`src/hdl/flash_spi_pkg.sv`:
```
//~~~~~~~~~~~~~~~~~~~~~~~~~~~~~~~~~~~~~~~~~~~~~~~~~~~~~~~~~~~~~~~~~~~~~~~~~~
// SPI NOR flash read protocol constants and the cache line type.
// Shared by the line reader, the cache and the testbench flash model.
//~~~~~~~~~~~~~~~~~~~~~~~~~~~~~~~~~~~~~~~~~~~~~~~~~~~~~~~~~~~~~~~~~~~~~~~~~~

`default_nettype none

package flash_spi_pkg;

    // Standard single-line read opcode
    localparam logic [7:0] READ_CMD = 8'h03;

    localparam int CMD_BITS   = 8;
    localparam int ADDR_BITS  = 24;
    localparam int LINE_BYTES = 16;

    // One whole CE# low period, opcode through last data bit
    localparam int FRAME_BITS = CMD_BITS + ADDR_BITS + LINE_BYTES * 8;

    // Flash byte address
    typedef logic [ADDR_BITS-1:0] flash_addr_t;

    // Byte i in SPI arrival order sits in bits 8i+7..8i
    typedef logic [LINE_BYTES*8-1:0] line_t;

endpackage

`default_nettype wire

```
`src/hdl/ahb_cache_pkg.sv`:
```
//~~~~~~~~~~~~~~~~~~~~~~~~~~~~~~~~~~~~~~~~~~~~~~~~~~~~~~~~~~~~~~~~~~~~~~~~~~
// AHB-Lite encodings, cache geometry and the structs passed between
// the cache controller, the line store and the SPI line reader.
//~~~~~~~~~~~~~~~~~~~~~~~~~~~~~~~~~~~~~~~~~~~~~~~~~~~~~~~~~~~~~~~~~~~~~~~~~~

`default_nettype none

package ahb_cache_pkg;

    // HTRANS values that carry a transfer
    localparam logic [1:0] HTRANS_NONSEQ = 2'd2;
    localparam logic [1:0] HTRANS_SEQ    = 2'd3;

    // Direct-mapped geometry over the 24-bit flash address
    localparam int NUM_LINES     = 32;
    localparam int OFFSET_BITS   = 4;
    localparam int INDEX_BITS    = 5;
    localparam int TAG_BITS      = 15;
    localparam int WORD_SEL_BITS = 2;

    // Address-phase signals as seen on the bus
    typedef struct packed {
        logic        sel;
        logic [1:0]  trans;
        logic        write;
        logic        ready;
        logic [31:0] addr;
    } ahb_addr_t;

    // Line fill request, rd is a one-cycle strobe
    typedef struct packed {
        logic                      rd;
        flash_spi_pkg::flash_addr_t addr;
    } fill_req_t;

    // Line fill completion, line valid while done is high
    typedef struct packed {
        logic                 done;
        flash_spi_pkg::line_t line;
    } fill_rsp_t;

    typedef enum logic [1:0] {
        idle,
        wait_fill,
        data
    } cache_state_t;

endpackage

`default_nettype wire

```
`src/hdl/line_cache.sv`:
```
//~~~~~~~~~~~~~~~~~~~~~~~~~~~~~~~~~~~~~~~~~~~~~~~~~~~~~~~~~~~~~~~~~~~~~~~~~~
// Direct-mapped read-only line store. Hit is looked up from the live
// address, the read word and the fill target from the registered one.
//~~~~~~~~~~~~~~~~~~~~~~~~~~~~~~~~~~~~~~~~~~~~~~~~~~~~~~~~~~~~~~~~~~~~~~~~~~

`timescale 1ns/1ps
`default_nettype none

module line_cache (
    input  logic                       clk,
    input  logic                       rst_n,
    input  flash_spi_pkg::flash_addr_t lookup_addr,
    input  flash_spi_pkg::flash_addr_t read_addr,
    input  logic                       wr,
    input  flash_spi_pkg::line_t       line,
    output logic                       hit,
    output logic [31:0]                rdata
);

    flash_spi_pkg::line_t lines [ahb_cache_pkg::NUM_LINES];
    logic [ahb_cache_pkg::TAG_BITS-1:0] tags [ahb_cache_pkg::NUM_LINES];
    logic [ahb_cache_pkg::NUM_LINES-1:0] valid;

    logic [ahb_cache_pkg::INDEX_BITS-1:0]    lookup_idx;
    logic [ahb_cache_pkg::TAG_BITS-1:0]      lookup_tag;
    logic [ahb_cache_pkg::INDEX_BITS-1:0]    read_idx;
    logic [ahb_cache_pkg::TAG_BITS-1:0]      read_tag;
    logic [ahb_cache_pkg::WORD_SEL_BITS-1:0] word_sel;
    flash_spi_pkg::line_t                    sel_line;

    // Tag | index | offset split of the 24-bit address
    assign lookup_idx = lookup_addr[ahb_cache_pkg::OFFSET_BITS +: ahb_cache_pkg::INDEX_BITS];
    assign lookup_tag = lookup_addr[ahb_cache_pkg::OFFSET_BITS + ahb_cache_pkg::INDEX_BITS +:
                                    ahb_cache_pkg::TAG_BITS];

    assign read_idx = read_addr[ahb_cache_pkg::OFFSET_BITS +: ahb_cache_pkg::INDEX_BITS];
    assign read_tag = read_addr[ahb_cache_pkg::OFFSET_BITS + ahb_cache_pkg::INDEX_BITS +:
                                ahb_cache_pkg::TAG_BITS];

    // Word within the line, byte offset bits 1:0 ignored
    assign word_sel = read_addr[2 +: ahb_cache_pkg::WORD_SEL_BITS];

    assign hit = valid[lookup_idx] && (tags[lookup_idx] == lookup_tag);

    // Little-endian word, lowest flash byte in bits 7:0
    assign sel_line = lines[read_idx];
    assign rdata    = sel_line[32*word_sel +: 32];

    always_ff @(posedge clk or negedge rst_n) begin
        if (!rst_n) begin
            valid <= '0;
        end else if (wr) begin
            valid[read_idx] <= 1'b1;
        end
    end

    always_ff @(posedge clk) begin
        if (wr) begin
            lines[read_idx] <= line;
            tags[read_idx]  <= read_tag;
        end
    end

    // One write per fill, done is a single-cycle strobe
    a_single_write: assert property (
        @(posedge clk) disable iff (!rst_n)
        wr |=> !wr
    );

endmodule

`default_nettype wire

```
`src/hdl/spi_line_reader.sv`:
```
//~~~~~~~~~~~~~~~~~~~~~~~~~~~~~~~~~~~~~~~~~~~~~~~~~~~~~~~~~~~~~~~~~~~~~~~~~~
// Reads one cache line from SPI NOR flash with the 0x03 command.
// SCK runs at half the clock; rd starts a frame, done ends it.
//~~~~~~~~~~~~~~~~~~~~~~~~~~~~~~~~~~~~~~~~~~~~~~~~~~~~~~~~~~~~~~~~~~~~~~~~~~

`timescale 1ns/1ps
`default_nettype none

module spi_line_reader (
    input  logic                     clk,
    input  logic                     rst_n,
    input  ahb_cache_pkg::fill_req_t fill_req,
    input  logic                     din,
    output ahb_cache_pkg::fill_rsp_t fill_rsp,
    output logic                     sck,
    output logic                     ce_n,
    output logic                     dout
);

    typedef enum logic {
        s_idle,
        s_read
    } reader_state_t;

    reader_state_t state;

    logic [$clog2(flash_spi_pkg::FRAME_BITS)-1:0] bit_cnt;
    logic [$clog2(flash_spi_pkg::FRAME_BITS)-1:0] cmd_sel;
    logic [$clog2(flash_spi_pkg::FRAME_BITS)-1:0] addr_sel;
    logic [$clog2(flash_spi_pkg::FRAME_BITS)-1:0] data_sel;
    logic [$clog2(flash_spi_pkg::LINE_BYTES)-1:0] byte_idx;

    flash_spi_pkg::flash_addr_t               saddr;
    logic [flash_spi_pkg::LINE_BYTES-1:0][7:0] line_q;

    logic start;
    logic done;
    logic rise;
    logic in_data;

    assign start = (state == s_idle) && fill_req.rd;

    // sck low now means this edge is a rising SCK edge
    assign rise = (state == s_read) && !sck;

    // Last data bit sampled on the previous rising edge
    assign done = (state == s_read) && sck &&
                  (bit_cnt == ($bits(bit_cnt))'(flash_spi_pkg::FRAME_BITS - 1));

    // Bit positions inside the opcode, address and data fields
    assign cmd_sel  = ($bits(bit_cnt))'(flash_spi_pkg::CMD_BITS - 1) - bit_cnt;
    assign addr_sel = ($bits(bit_cnt))'(flash_spi_pkg::CMD_BITS + flash_spi_pkg::ADDR_BITS - 1)
                      - bit_cnt;
    assign data_sel = bit_cnt - ($bits(bit_cnt))'(flash_spi_pkg::CMD_BITS +
                                                  flash_spi_pkg::ADDR_BITS);
    assign byte_idx = data_sel[3 +: $bits(byte_idx)];
    assign in_data  = bit_cnt >= ($bits(bit_cnt))'(flash_spi_pkg::CMD_BITS +
                                                   flash_spi_pkg::ADDR_BITS);

    always_ff @(posedge clk or negedge rst_n) begin
        if (!rst_n) begin
            state   <= s_idle;
            ce_n    <= 1'b1;
            sck     <= 1'b0;
            bit_cnt <= '0;
        end else begin
            if (start) begin
                state   <= s_read;
                ce_n    <= 1'b0;
                bit_cnt <= '0;
            end else if (done) begin
                state <= s_idle;
                ce_n  <= 1'b1;
            end else if (state == s_read && sck) begin
                // Falling SCK edge moves to the next bit
                bit_cnt <= bit_cnt + 1'b1;
            end
            sck <= (state == s_read) ? !sck : 1'b0;
        end
    end

    always_ff @(posedge clk) begin
        if (start) begin
            saddr <= fill_req.addr;
        end
    end

    // MSB first within each byte
    always_ff @(posedge clk) begin
        if (rise && in_data) begin
            line_q[byte_idx] <= {line_q[byte_idx][6:0], din};
        end
    end

    always_comb begin
        if (bit_cnt < ($bits(bit_cnt))'(flash_spi_pkg::CMD_BITS)) begin
            dout = flash_spi_pkg::READ_CMD[cmd_sel[$clog2(flash_spi_pkg::CMD_BITS)-1:0]];
        end else if (!in_data) begin
            dout = saddr[addr_sel[$clog2(flash_spi_pkg::ADDR_BITS)-1:0]];
        end else begin
            dout = 1'b0;
        end
    end

    assign fill_rsp.done = done;
    assign fill_rsp.line = line_q;

    // Controller must wait for done before the next request
    a_rd_while_busy: assert property (
        @(posedge clk) disable iff (!rst_n)
        fill_req.rd |-> ce_n
    );

endmodule

`default_nettype wire

```
`src/hdl/ahb_cache_ctrl.sv`:
```
//~~~~~~~~~~~~~~~~~~~~~~~~~~~~~~~~~~~~~~~~~~~~~~~~~~~~~~~~~~~~~~~~~~~~~~~~~~
// AHB-Lite side of the flash cache. Registers the address phase, drives
// HREADYOUT and requests a line fill from the SPI reader on a miss.
//~~~~~~~~~~~~~~~~~~~~~~~~~~~~~~~~~~~~~~~~~~~~~~~~~~~~~~~~~~~~~~~~~~~~~~~~~~

`timescale 1ns/1ps
`default_nettype none

module ahb_cache_ctrl (
    input  logic                     clk,
    input  logic                     rst_n,
    input  ahb_cache_pkg::ahb_addr_t bus,
    input  ahb_cache_pkg::fill_rsp_t fill_rsp,
    output logic                     hreadyout,
    output logic [31:0]              hrdata,
    output ahb_cache_pkg::fill_req_t fill_req
);

    ahb_cache_pkg::cache_state_t state;
    ahb_cache_pkg::cache_state_t state_d;

    logic                       active;
    logic                       hit;
    logic                       hready_d;
    logic                       wr_q;
    flash_spi_pkg::flash_addr_t lookup_addr;
    flash_spi_pkg::flash_addr_t read_addr;

    // Only NONSEQ and SEQ carry a transfer
    assign active = bus.sel && bus.ready &&
                    (bus.trans == ahb_cache_pkg::HTRANS_NONSEQ ||
                     bus.trans == ahb_cache_pkg::HTRANS_SEQ);

    assign lookup_addr = bus.addr[flash_spi_pkg::ADDR_BITS-1:0];

    // Address phase capture, held while the data phase is stalled
    always_ff @(posedge clk) begin
        if (bus.ready) begin
            read_addr <= lookup_addr;
        end
    end

    // Delayed done doubles as the cache write strobe
    always_ff @(posedge clk or negedge rst_n) begin
        if (!rst_n) begin
            wr_q <= 1'b0;
        end else begin
            wr_q <= fill_rsp.done;
        end
    end

    always_comb begin
        state_d  = ahb_cache_pkg::idle;
        hready_d = 1'b1;
        case (state)
            ahb_cache_pkg::wait_fill: begin
                // Line lands in the cache on this edge
                if (wr_q) begin
                    state_d = ahb_cache_pkg::data;
                end else begin
                    state_d  = ahb_cache_pkg::wait_fill;
                    hready_d = 1'b0;
                end
            end
            default: begin
                if (active && hit) begin
                    state_d = ahb_cache_pkg::data;
                end else if (active) begin
                    state_d  = ahb_cache_pkg::wait_fill;
                    hready_d = 1'b0;
                end
            end
        endcase
    end

    always_ff @(posedge clk or negedge rst_n) begin
        if (!rst_n) begin
            state     <= ahb_cache_pkg::idle;
            hreadyout <= 1'b1;
        end else begin
            state     <= state_d;
            hreadyout <= hready_d;
        end
    end

    // Miss raises rd in the address phase itself
    assign fill_req.rd = active && !hit;
    assign fill_req.addr = {lookup_addr[flash_spi_pkg::ADDR_BITS-1:ahb_cache_pkg::OFFSET_BITS],
                            {ahb_cache_pkg::OFFSET_BITS{1'b0}}};

    line_cache i_line_cache (
        .clk         (clk),
        .rst_n       (rst_n),
        .lookup_addr (lookup_addr),
        .read_addr   (read_addr),
        .wr          (wr_q),
        .line        (fill_rsp.line),
        .hit         (hit),
        .rdata       (hrdata)
    );

    // HREADY low during a fill keeps new requests out
    a_rd_outside_fill: assert property (
        @(posedge clk) disable iff (!rst_n)
        fill_req.rd |-> (state == ahb_cache_pkg::idle || state == ahb_cache_pkg::data)
    );

    // Line arrives only while the bus is still held in a fill
    a_stall_in_fill: assert property (
        @(posedge clk) disable iff (!rst_n)
        fill_rsp.done |-> (state == ahb_cache_pkg::wait_fill && !hreadyout)
    );

endmodule

`default_nettype wire

```
`src/hdl/ahb_flash_ctrl.sv`:
```
//~~~~~~~~~~~~~~~~~~~~~~~~~~~~~~~~~~~~~~~~~~~~~~~~~~~~~~~~~~~~~~~~~~~~~~~~~~
// Read-only AHB-Lite slave in front of a serial SPI NOR flash.
// Word reads hit a small direct-mapped cache or stall for a line fill.
//~~~~~~~~~~~~~~~~~~~~~~~~~~~~~~~~~~~~~~~~~~~~~~~~~~~~~~~~~~~~~~~~~~~~~~~~~~

`timescale 1ns/1ps
`default_nettype none

module ahb_flash_ctrl (
    input  logic        clk,
    input  logic        rst_n,

    // AHB-Lite slave
    input  logic        hsel,
    input  logic [31:0] haddr,
    input  logic [1:0]  htrans,
    input  logic        hwrite,
    input  logic        hready,
    output logic        hreadyout,
    output logic [31:0] hrdata,

    // SPI flash pins
    output logic        sck,
    output logic        ce_n,
    output logic        dout,
    input  logic        din
);

    ahb_cache_pkg::ahb_addr_t bus;
    ahb_cache_pkg::fill_req_t fill_req;
    ahb_cache_pkg::fill_rsp_t fill_rsp;

    assign bus = '{
        sel:   hsel,
        trans: htrans,
        write: hwrite,
        ready: hready,
        addr:  haddr
    };

    ahb_cache_ctrl i_cache_ctrl (
        .clk       (clk),
        .rst_n     (rst_n),
        .bus       (bus),
        .fill_rsp  (fill_rsp),
        .hreadyout (hreadyout),
        .hrdata    (hrdata),
        .fill_req  (fill_req)
    );

    spi_line_reader i_line_reader (
        .clk      (clk),
        .rst_n    (rst_n),
        .fill_req (fill_req),
        .din      (din),
        .fill_rsp (fill_rsp),
        .sck      (sck),
        .ce_n     (ce_n),
        .dout     (dout)
    );

endmodule

`default_nettype wire

```
`config.mk`:
```
export PLATFORM = sky130hd
export DESIGN_NAME = ahb_flash_ctrl
export DESIGN_NICKNAME = d
export VERILOG_FILES = /design/src/hdl/flash_spi_pkg.sv /design/src/hdl/ahb_cache_pkg.sv /design/src/hdl/line_cache.sv /design/src/hdl/spi_line_reader.sv /design/src/hdl/ahb_cache_ctrl.sv /design/src/hdl/ahb_flash_ctrl.sv
export SDC_FILE = /design/constraint.sdc
export NUM_CORES = 2
export LEC_CHECK = 0
export ABC_AREA = 1
export BUFFER_PORTS_ARGS = -buffer_cell sky130_fd_sc_hd__buf_2
export CORE_MARGIN = 2
export CORE_UTILIZATION = 25
export CTS_CLUSTER_DIAMETER = 60
export CTS_CLUSTER_SIZE = 16
export DETAILED_ROUTE_END_ITERATION = 10
export PLACE_DENSITY = 0.42
export SLEW_MARGIN = 15
export SYNTH_ARGS = -nofsm -noshare
export SYNTH_HDL_FRONTEND = slang
export SYNTH_MEMORY_MAX_BITS = 65536
export SYNTH_SLANG_ARGS = --single-unit
```
`constraint.sdc`:
```
create_clock -name clk -period 18.26 [get_ports clk]
set_input_delay 3.652 -clock clk [delete_from_list [all_inputs] [get_ports clk]]
set_output_delay 3.652 -clock clk [all_outputs]
set_load 0.005 [all_outputs]
```
==> summary.txt <==
================================================================================
Result of the run ................................................. complete, no violations
CTS tree ..........................................................          yes
Number of resized instances in the post-cts repair step ...........            0
Clk sinks .........................................................        4,798
Min Clock Period, post-route ......................................     10.71 ns
Yosys Warn Count ..................................................            0
Per-cell via count in the routed design ...........................         4.95
Fin Clk Skew ......................................................    0.0447 ns
Post-CTS Hold Fix Bufs ............................................            0
Cells after synthesis .............................................       14,238
Switching share of power ..........................................        0.247
Worst path required time ..........................................     14.61 ns
Tightest slew margin relative to the limit ........................        0.131
Number of distinct library cells after synthesis ..................           36
Hold Violations, Final ............................................            0
Clk slew on worst S/H paths .......................................      0.06 ns
Final Power .......................................................    23,700 uW
Mapped cell area .................................................. 187,000 sq um
Transition time at the pin with the least slew margin .............      1.30 ns
Final core utilization ............................................        0.288
Pwr dens ..........................................................  110 nW/um^2
Static leakage power ..............................................    0.0672 uW
NetSw .............................................................      5860 uW
Average detailed-routed wire length per instance ..................      27.0 um
Antenna viol nets, final ..........................................            0
Critical path fanouts, max ........................................          154
Maximum clock frequency ...........................................     93.4 MHz
Number of failing setup endpoints in the final timing report ......            0
Global routing usage on met1 ......................................        0.244
Total core area ................................................... 748,000 sq um
I/O Buffers .......................................................           63
FF+latch count, synth .............................................        4,798
Via count of the first global-routing pass ........................      116,075
Crit path DAT .....................................................      7.06 ns
Clock latency on the worst-skew pair ..............................      1.05 ns
DP HPWL ...........................................................       326 mm
Detailed Route WL .................................................       659 mm
IR Drop Worst-Case VDD ............................................    0.0826 mV
Avg Inst Size Synth ...............................................   13.2 sq um
First-pass DRT Iterations .........................................            7
Final worst path period share .....................................        0.586
DIE WIDTH .........................................................       870 um
Final Wtd Congestion ..............................................        0.737
Number of buffers added by the clock tree synthesis step ..........          454
Library cell used as clock root buffer ............................    clkbuf_16
Area Growth Syn to Fin ............................................        14.9%
Congestion Overflow GR ............................................            0
Reported max-cap violation count ..................................            0
Part of the power in the clock network ............................        0.422
Placement Cell Area ............................................... 199,000 sq um
Worst hold-check path type ........................................ flop to flop
Combinational Power Share .........................................        0.072
Sort of element at the end of the critical path ...................  output port
Met3 track demand over resource ...................................       0.0168
Portion of the post-synthesis area used by sequential elements ....        0.767
RSZ-0062 raised after global routing ..............................           no
Share of power burned in registers ................................        0.506
Maximum level of the CTS H-tree ...................................            5
DRC marker count from the first detailed-route iteration ..........       12,203
Die outline height ................................................       870 um
Final Net Count ...................................................       14,174
Total negative slack ..............................................         0 ns
Remaining DRCs ....................................................            0
Critical path launch point type ...................................         flop
Met2 usage in global routing ......................................        0.267
Post-CTS Setup Bufs ...............................................            0
Die Footprint ..................................................... 757,000 sq um
Area of all placed cells without fillers .......................... 215,000 sq um
GRT Overall Usage .................................................        0.167
Top Ports .........................................................           76
Worst Path Class, Setup ........................................... flop to output port
Global-route layer with the greatest usage ........................         met2
Fraction of layout cells with a size suffix above 1 ...............       0.0918
Cell-internal power ...............................................    17,800 uW
Initial Util ......................................................        0.250
Site row count ....................................................          318
Number of buffers on the longest clock path .......................            4
First-pass GRT wire length ........................................       922 mm
Total nets after synthesis ........................................       14,283
Final Max Tran Viols ..............................................            0
Maximum number of pins on one net before global-route repair ......          200
Detailed-route via count ..........................................      121,030
Number of antenna violations at the first check in global routing .           40
================================================================================
## synthesized netlist by cell type
cell,number,area share
edfxtp_1,4746,0.76
nor2_1,2546,0.051
o21ai_0,2529,0.068
o22ai_1,1246,0.042
nand2_1,1157,0.023
clkbuf_1,664,0.013
nand3_1,646,0.017
buf_2,273,0.0073
a21oi_1,77,0.0021
buf_1,54,0.0011
inv_1,53,0.0011
dfrtp_1,45,0.0060
a22oi_1,42,0.0017
buf_4,25,0.0010
nor3_1,25,0.00067
or2_2,17,0.00057
nand3b_1,12,0.00048
o31ai_1,11,0.00044
buf_6,10,0.00060
inv_2,10,0.00020
nand4_1,9,0.00030
a31oi_1,7,0.00023
o211ai_1,7,0.00028
dfxtp_1,5,0.00053
ha_1,5,0.00033
xor2_1,5,0.00023
clkinv_1,2,0.000040
dfstp_2,2,0.00028
a21boi_0,1,0.000040
a221oi_1,1,0.000047
and3_1,1,0.000033
buf_8,1,0.000080
nand3_2,1,0.000053
o21ai_1,1,0.000027
o221ai_1,1,0.000047
xnor2_1,1,0.000047
## critical path: stages (launching register included)
cell,delay [ns]
dfxtp_4,0.51
inv_8,0.61
buf_4,0.71
buf_12,0.62
buf_4,0.76
buf_4,0.67
o21ai_0,0.16
o22ai_1,0.17
nor2_1,0.08
o22ai_1,0.29
nand2_1,0.10
nand3_1,0.13
nand3_1,0.29
nand2_1,0.36
buf_2,0.18
## power by group through the flow
| stage | registers [uW] | logic [uW] | clock network, uW |
|---|---|---|---|
| after global placement | 12200 | 1730 | 0 |
| final | 12000 | 1700 | 10000 |
| after detailed placement | 12200 | 1720 | 0 |
| after global routing | 12000 | 1860 | 10600 |
| after CTS | 12000 | 1720 | 10200 |
| after floorplan | 12200 | 1050 | 0 |
## final timing paths
kind                                                    start                                 endpoint  slack, ns  cells after the start
setup / recovery                                         flop                               hrdata[21]       7.55                     14
setup reg to reg                            i_cache_ctrl.wr_q  i_cache_ctrl.i_line_cache.lines[14][79]      13.58                      4
hold / removal             i_cache_ctrl.i_line_cache.valid[1]       i_cache_ctrl.i_line_cache.valid[1]       0.46                      2
hold reg to reg            i_cache_ctrl.i_line_cache.valid[1]       i_cache_ctrl.i_line_cache.valid[1]       0.46                      2
max in group asynchronous                               rst_n                 i_line_reader.bit_cnt[5]      14.99                      2
min in group asynchronous                               rst_n      i_cache_ctrl.i_line_cache.valid[20]       2.74                      2
## sequential cells by signal, summed over array words and instances (netlist names), named ones only
signal                           flops
i_cache_ctrl.state                   2
i_cache_ctrl.read_addr              22
i_line_reader.state                  1
i_cache_ctrl.wr_q                    1
i_cache_ctrl.i_line_cache.tags     480
i_line_reader.sck                    1
i_line_reader.fill_rsp             128
i_cache_ctrl.i_line_cache.valid     32
i_cache_ctrl.hreadyout               1
i_cache_ctrl.i_line_cache.lines   4096
i_line_reader.ce_n                   1
i_line_reader.bit_cnt                8
i_line_reader.saddr                 20
## final cells by class
class	instances	area (sq um)
Timing Repair Buffer	462	3800
Clock buffer	488	11600
Fill cell	75833	533000
Antenna cell	15	37.5
Inverter	65	298
Sequential cell	4798	144000
Multi-Input combinational cell	8348	39300
Tap cell	9920	12400
Clock inverter	350	3960
## cell families after synthesis
| kind of cell | count (synthesis) | share of synthesized area |
|---|---|---|
| adder cells (fa/ha/maj) | 5 | 0.000334 |
| flip-flops | 4798 | 0.767 |
| XOR/XNOR | 6 | 0.000280 |
| AO/OA/AOI/OAI | 3923 | 0.114 |
| buffers and inverters | 1092 | 0.0247 |
| AND/OR/NAND/NOR | 4414 | 0.0935 |
## per-stage QoR
stage	setup WS, ns	hold slack, ns	instances
2_1_floorplan	10.81	0.427	14238
3_3_place_gp	8.66	0.440	23574
3_5_place_dp	8.69	0.445	23574
4_1_cts	7.56	0.460	24412
5_1_grt	7.21	0.469	24440
6_report	7.55	0.460	24446
## per-layer routing
metal | wire (um) | vias up
met2 | 303000 | 3477
met3 | 34900 | 725
met1 | 307000 | 64004
met4 | 14300 | 14
li1 | - | 52810
met5 | 84 | -
## placed cells by master, fill, tap and decap left out, types with 6 or more instances in the layout
master      instances
clkinv_8            8
nor2_1           2495
clkinv_1           39
nor3_1             25
diode_2            15
dfrtp_1            44
nor2_4             35
clkbuf_1           27
nor2_2             16
clkinvlp_4         71
inv_1              47
a22oi_1            42
inv_16              6
clkinv_2           68
or2_2              17
nand3b_1           12
buf_2              60
buf_4             356
o21ai_0          2529
a21oi_1            77
clkinv_16           8
buf_12             26
clkbuf_16         460
o211ai_1            7
edfxtp_1         4746
o22ai_1          1243
clkinv_4           41
inv_6              50
buf_8              13
nand3_1           646
nand4_1             9
nand2_1          1157
bufinv_16          52
inv_8              14
inv_2               8
o31ai_1            11
a31oi_1             7
Power figures use the tool's default switching activity.
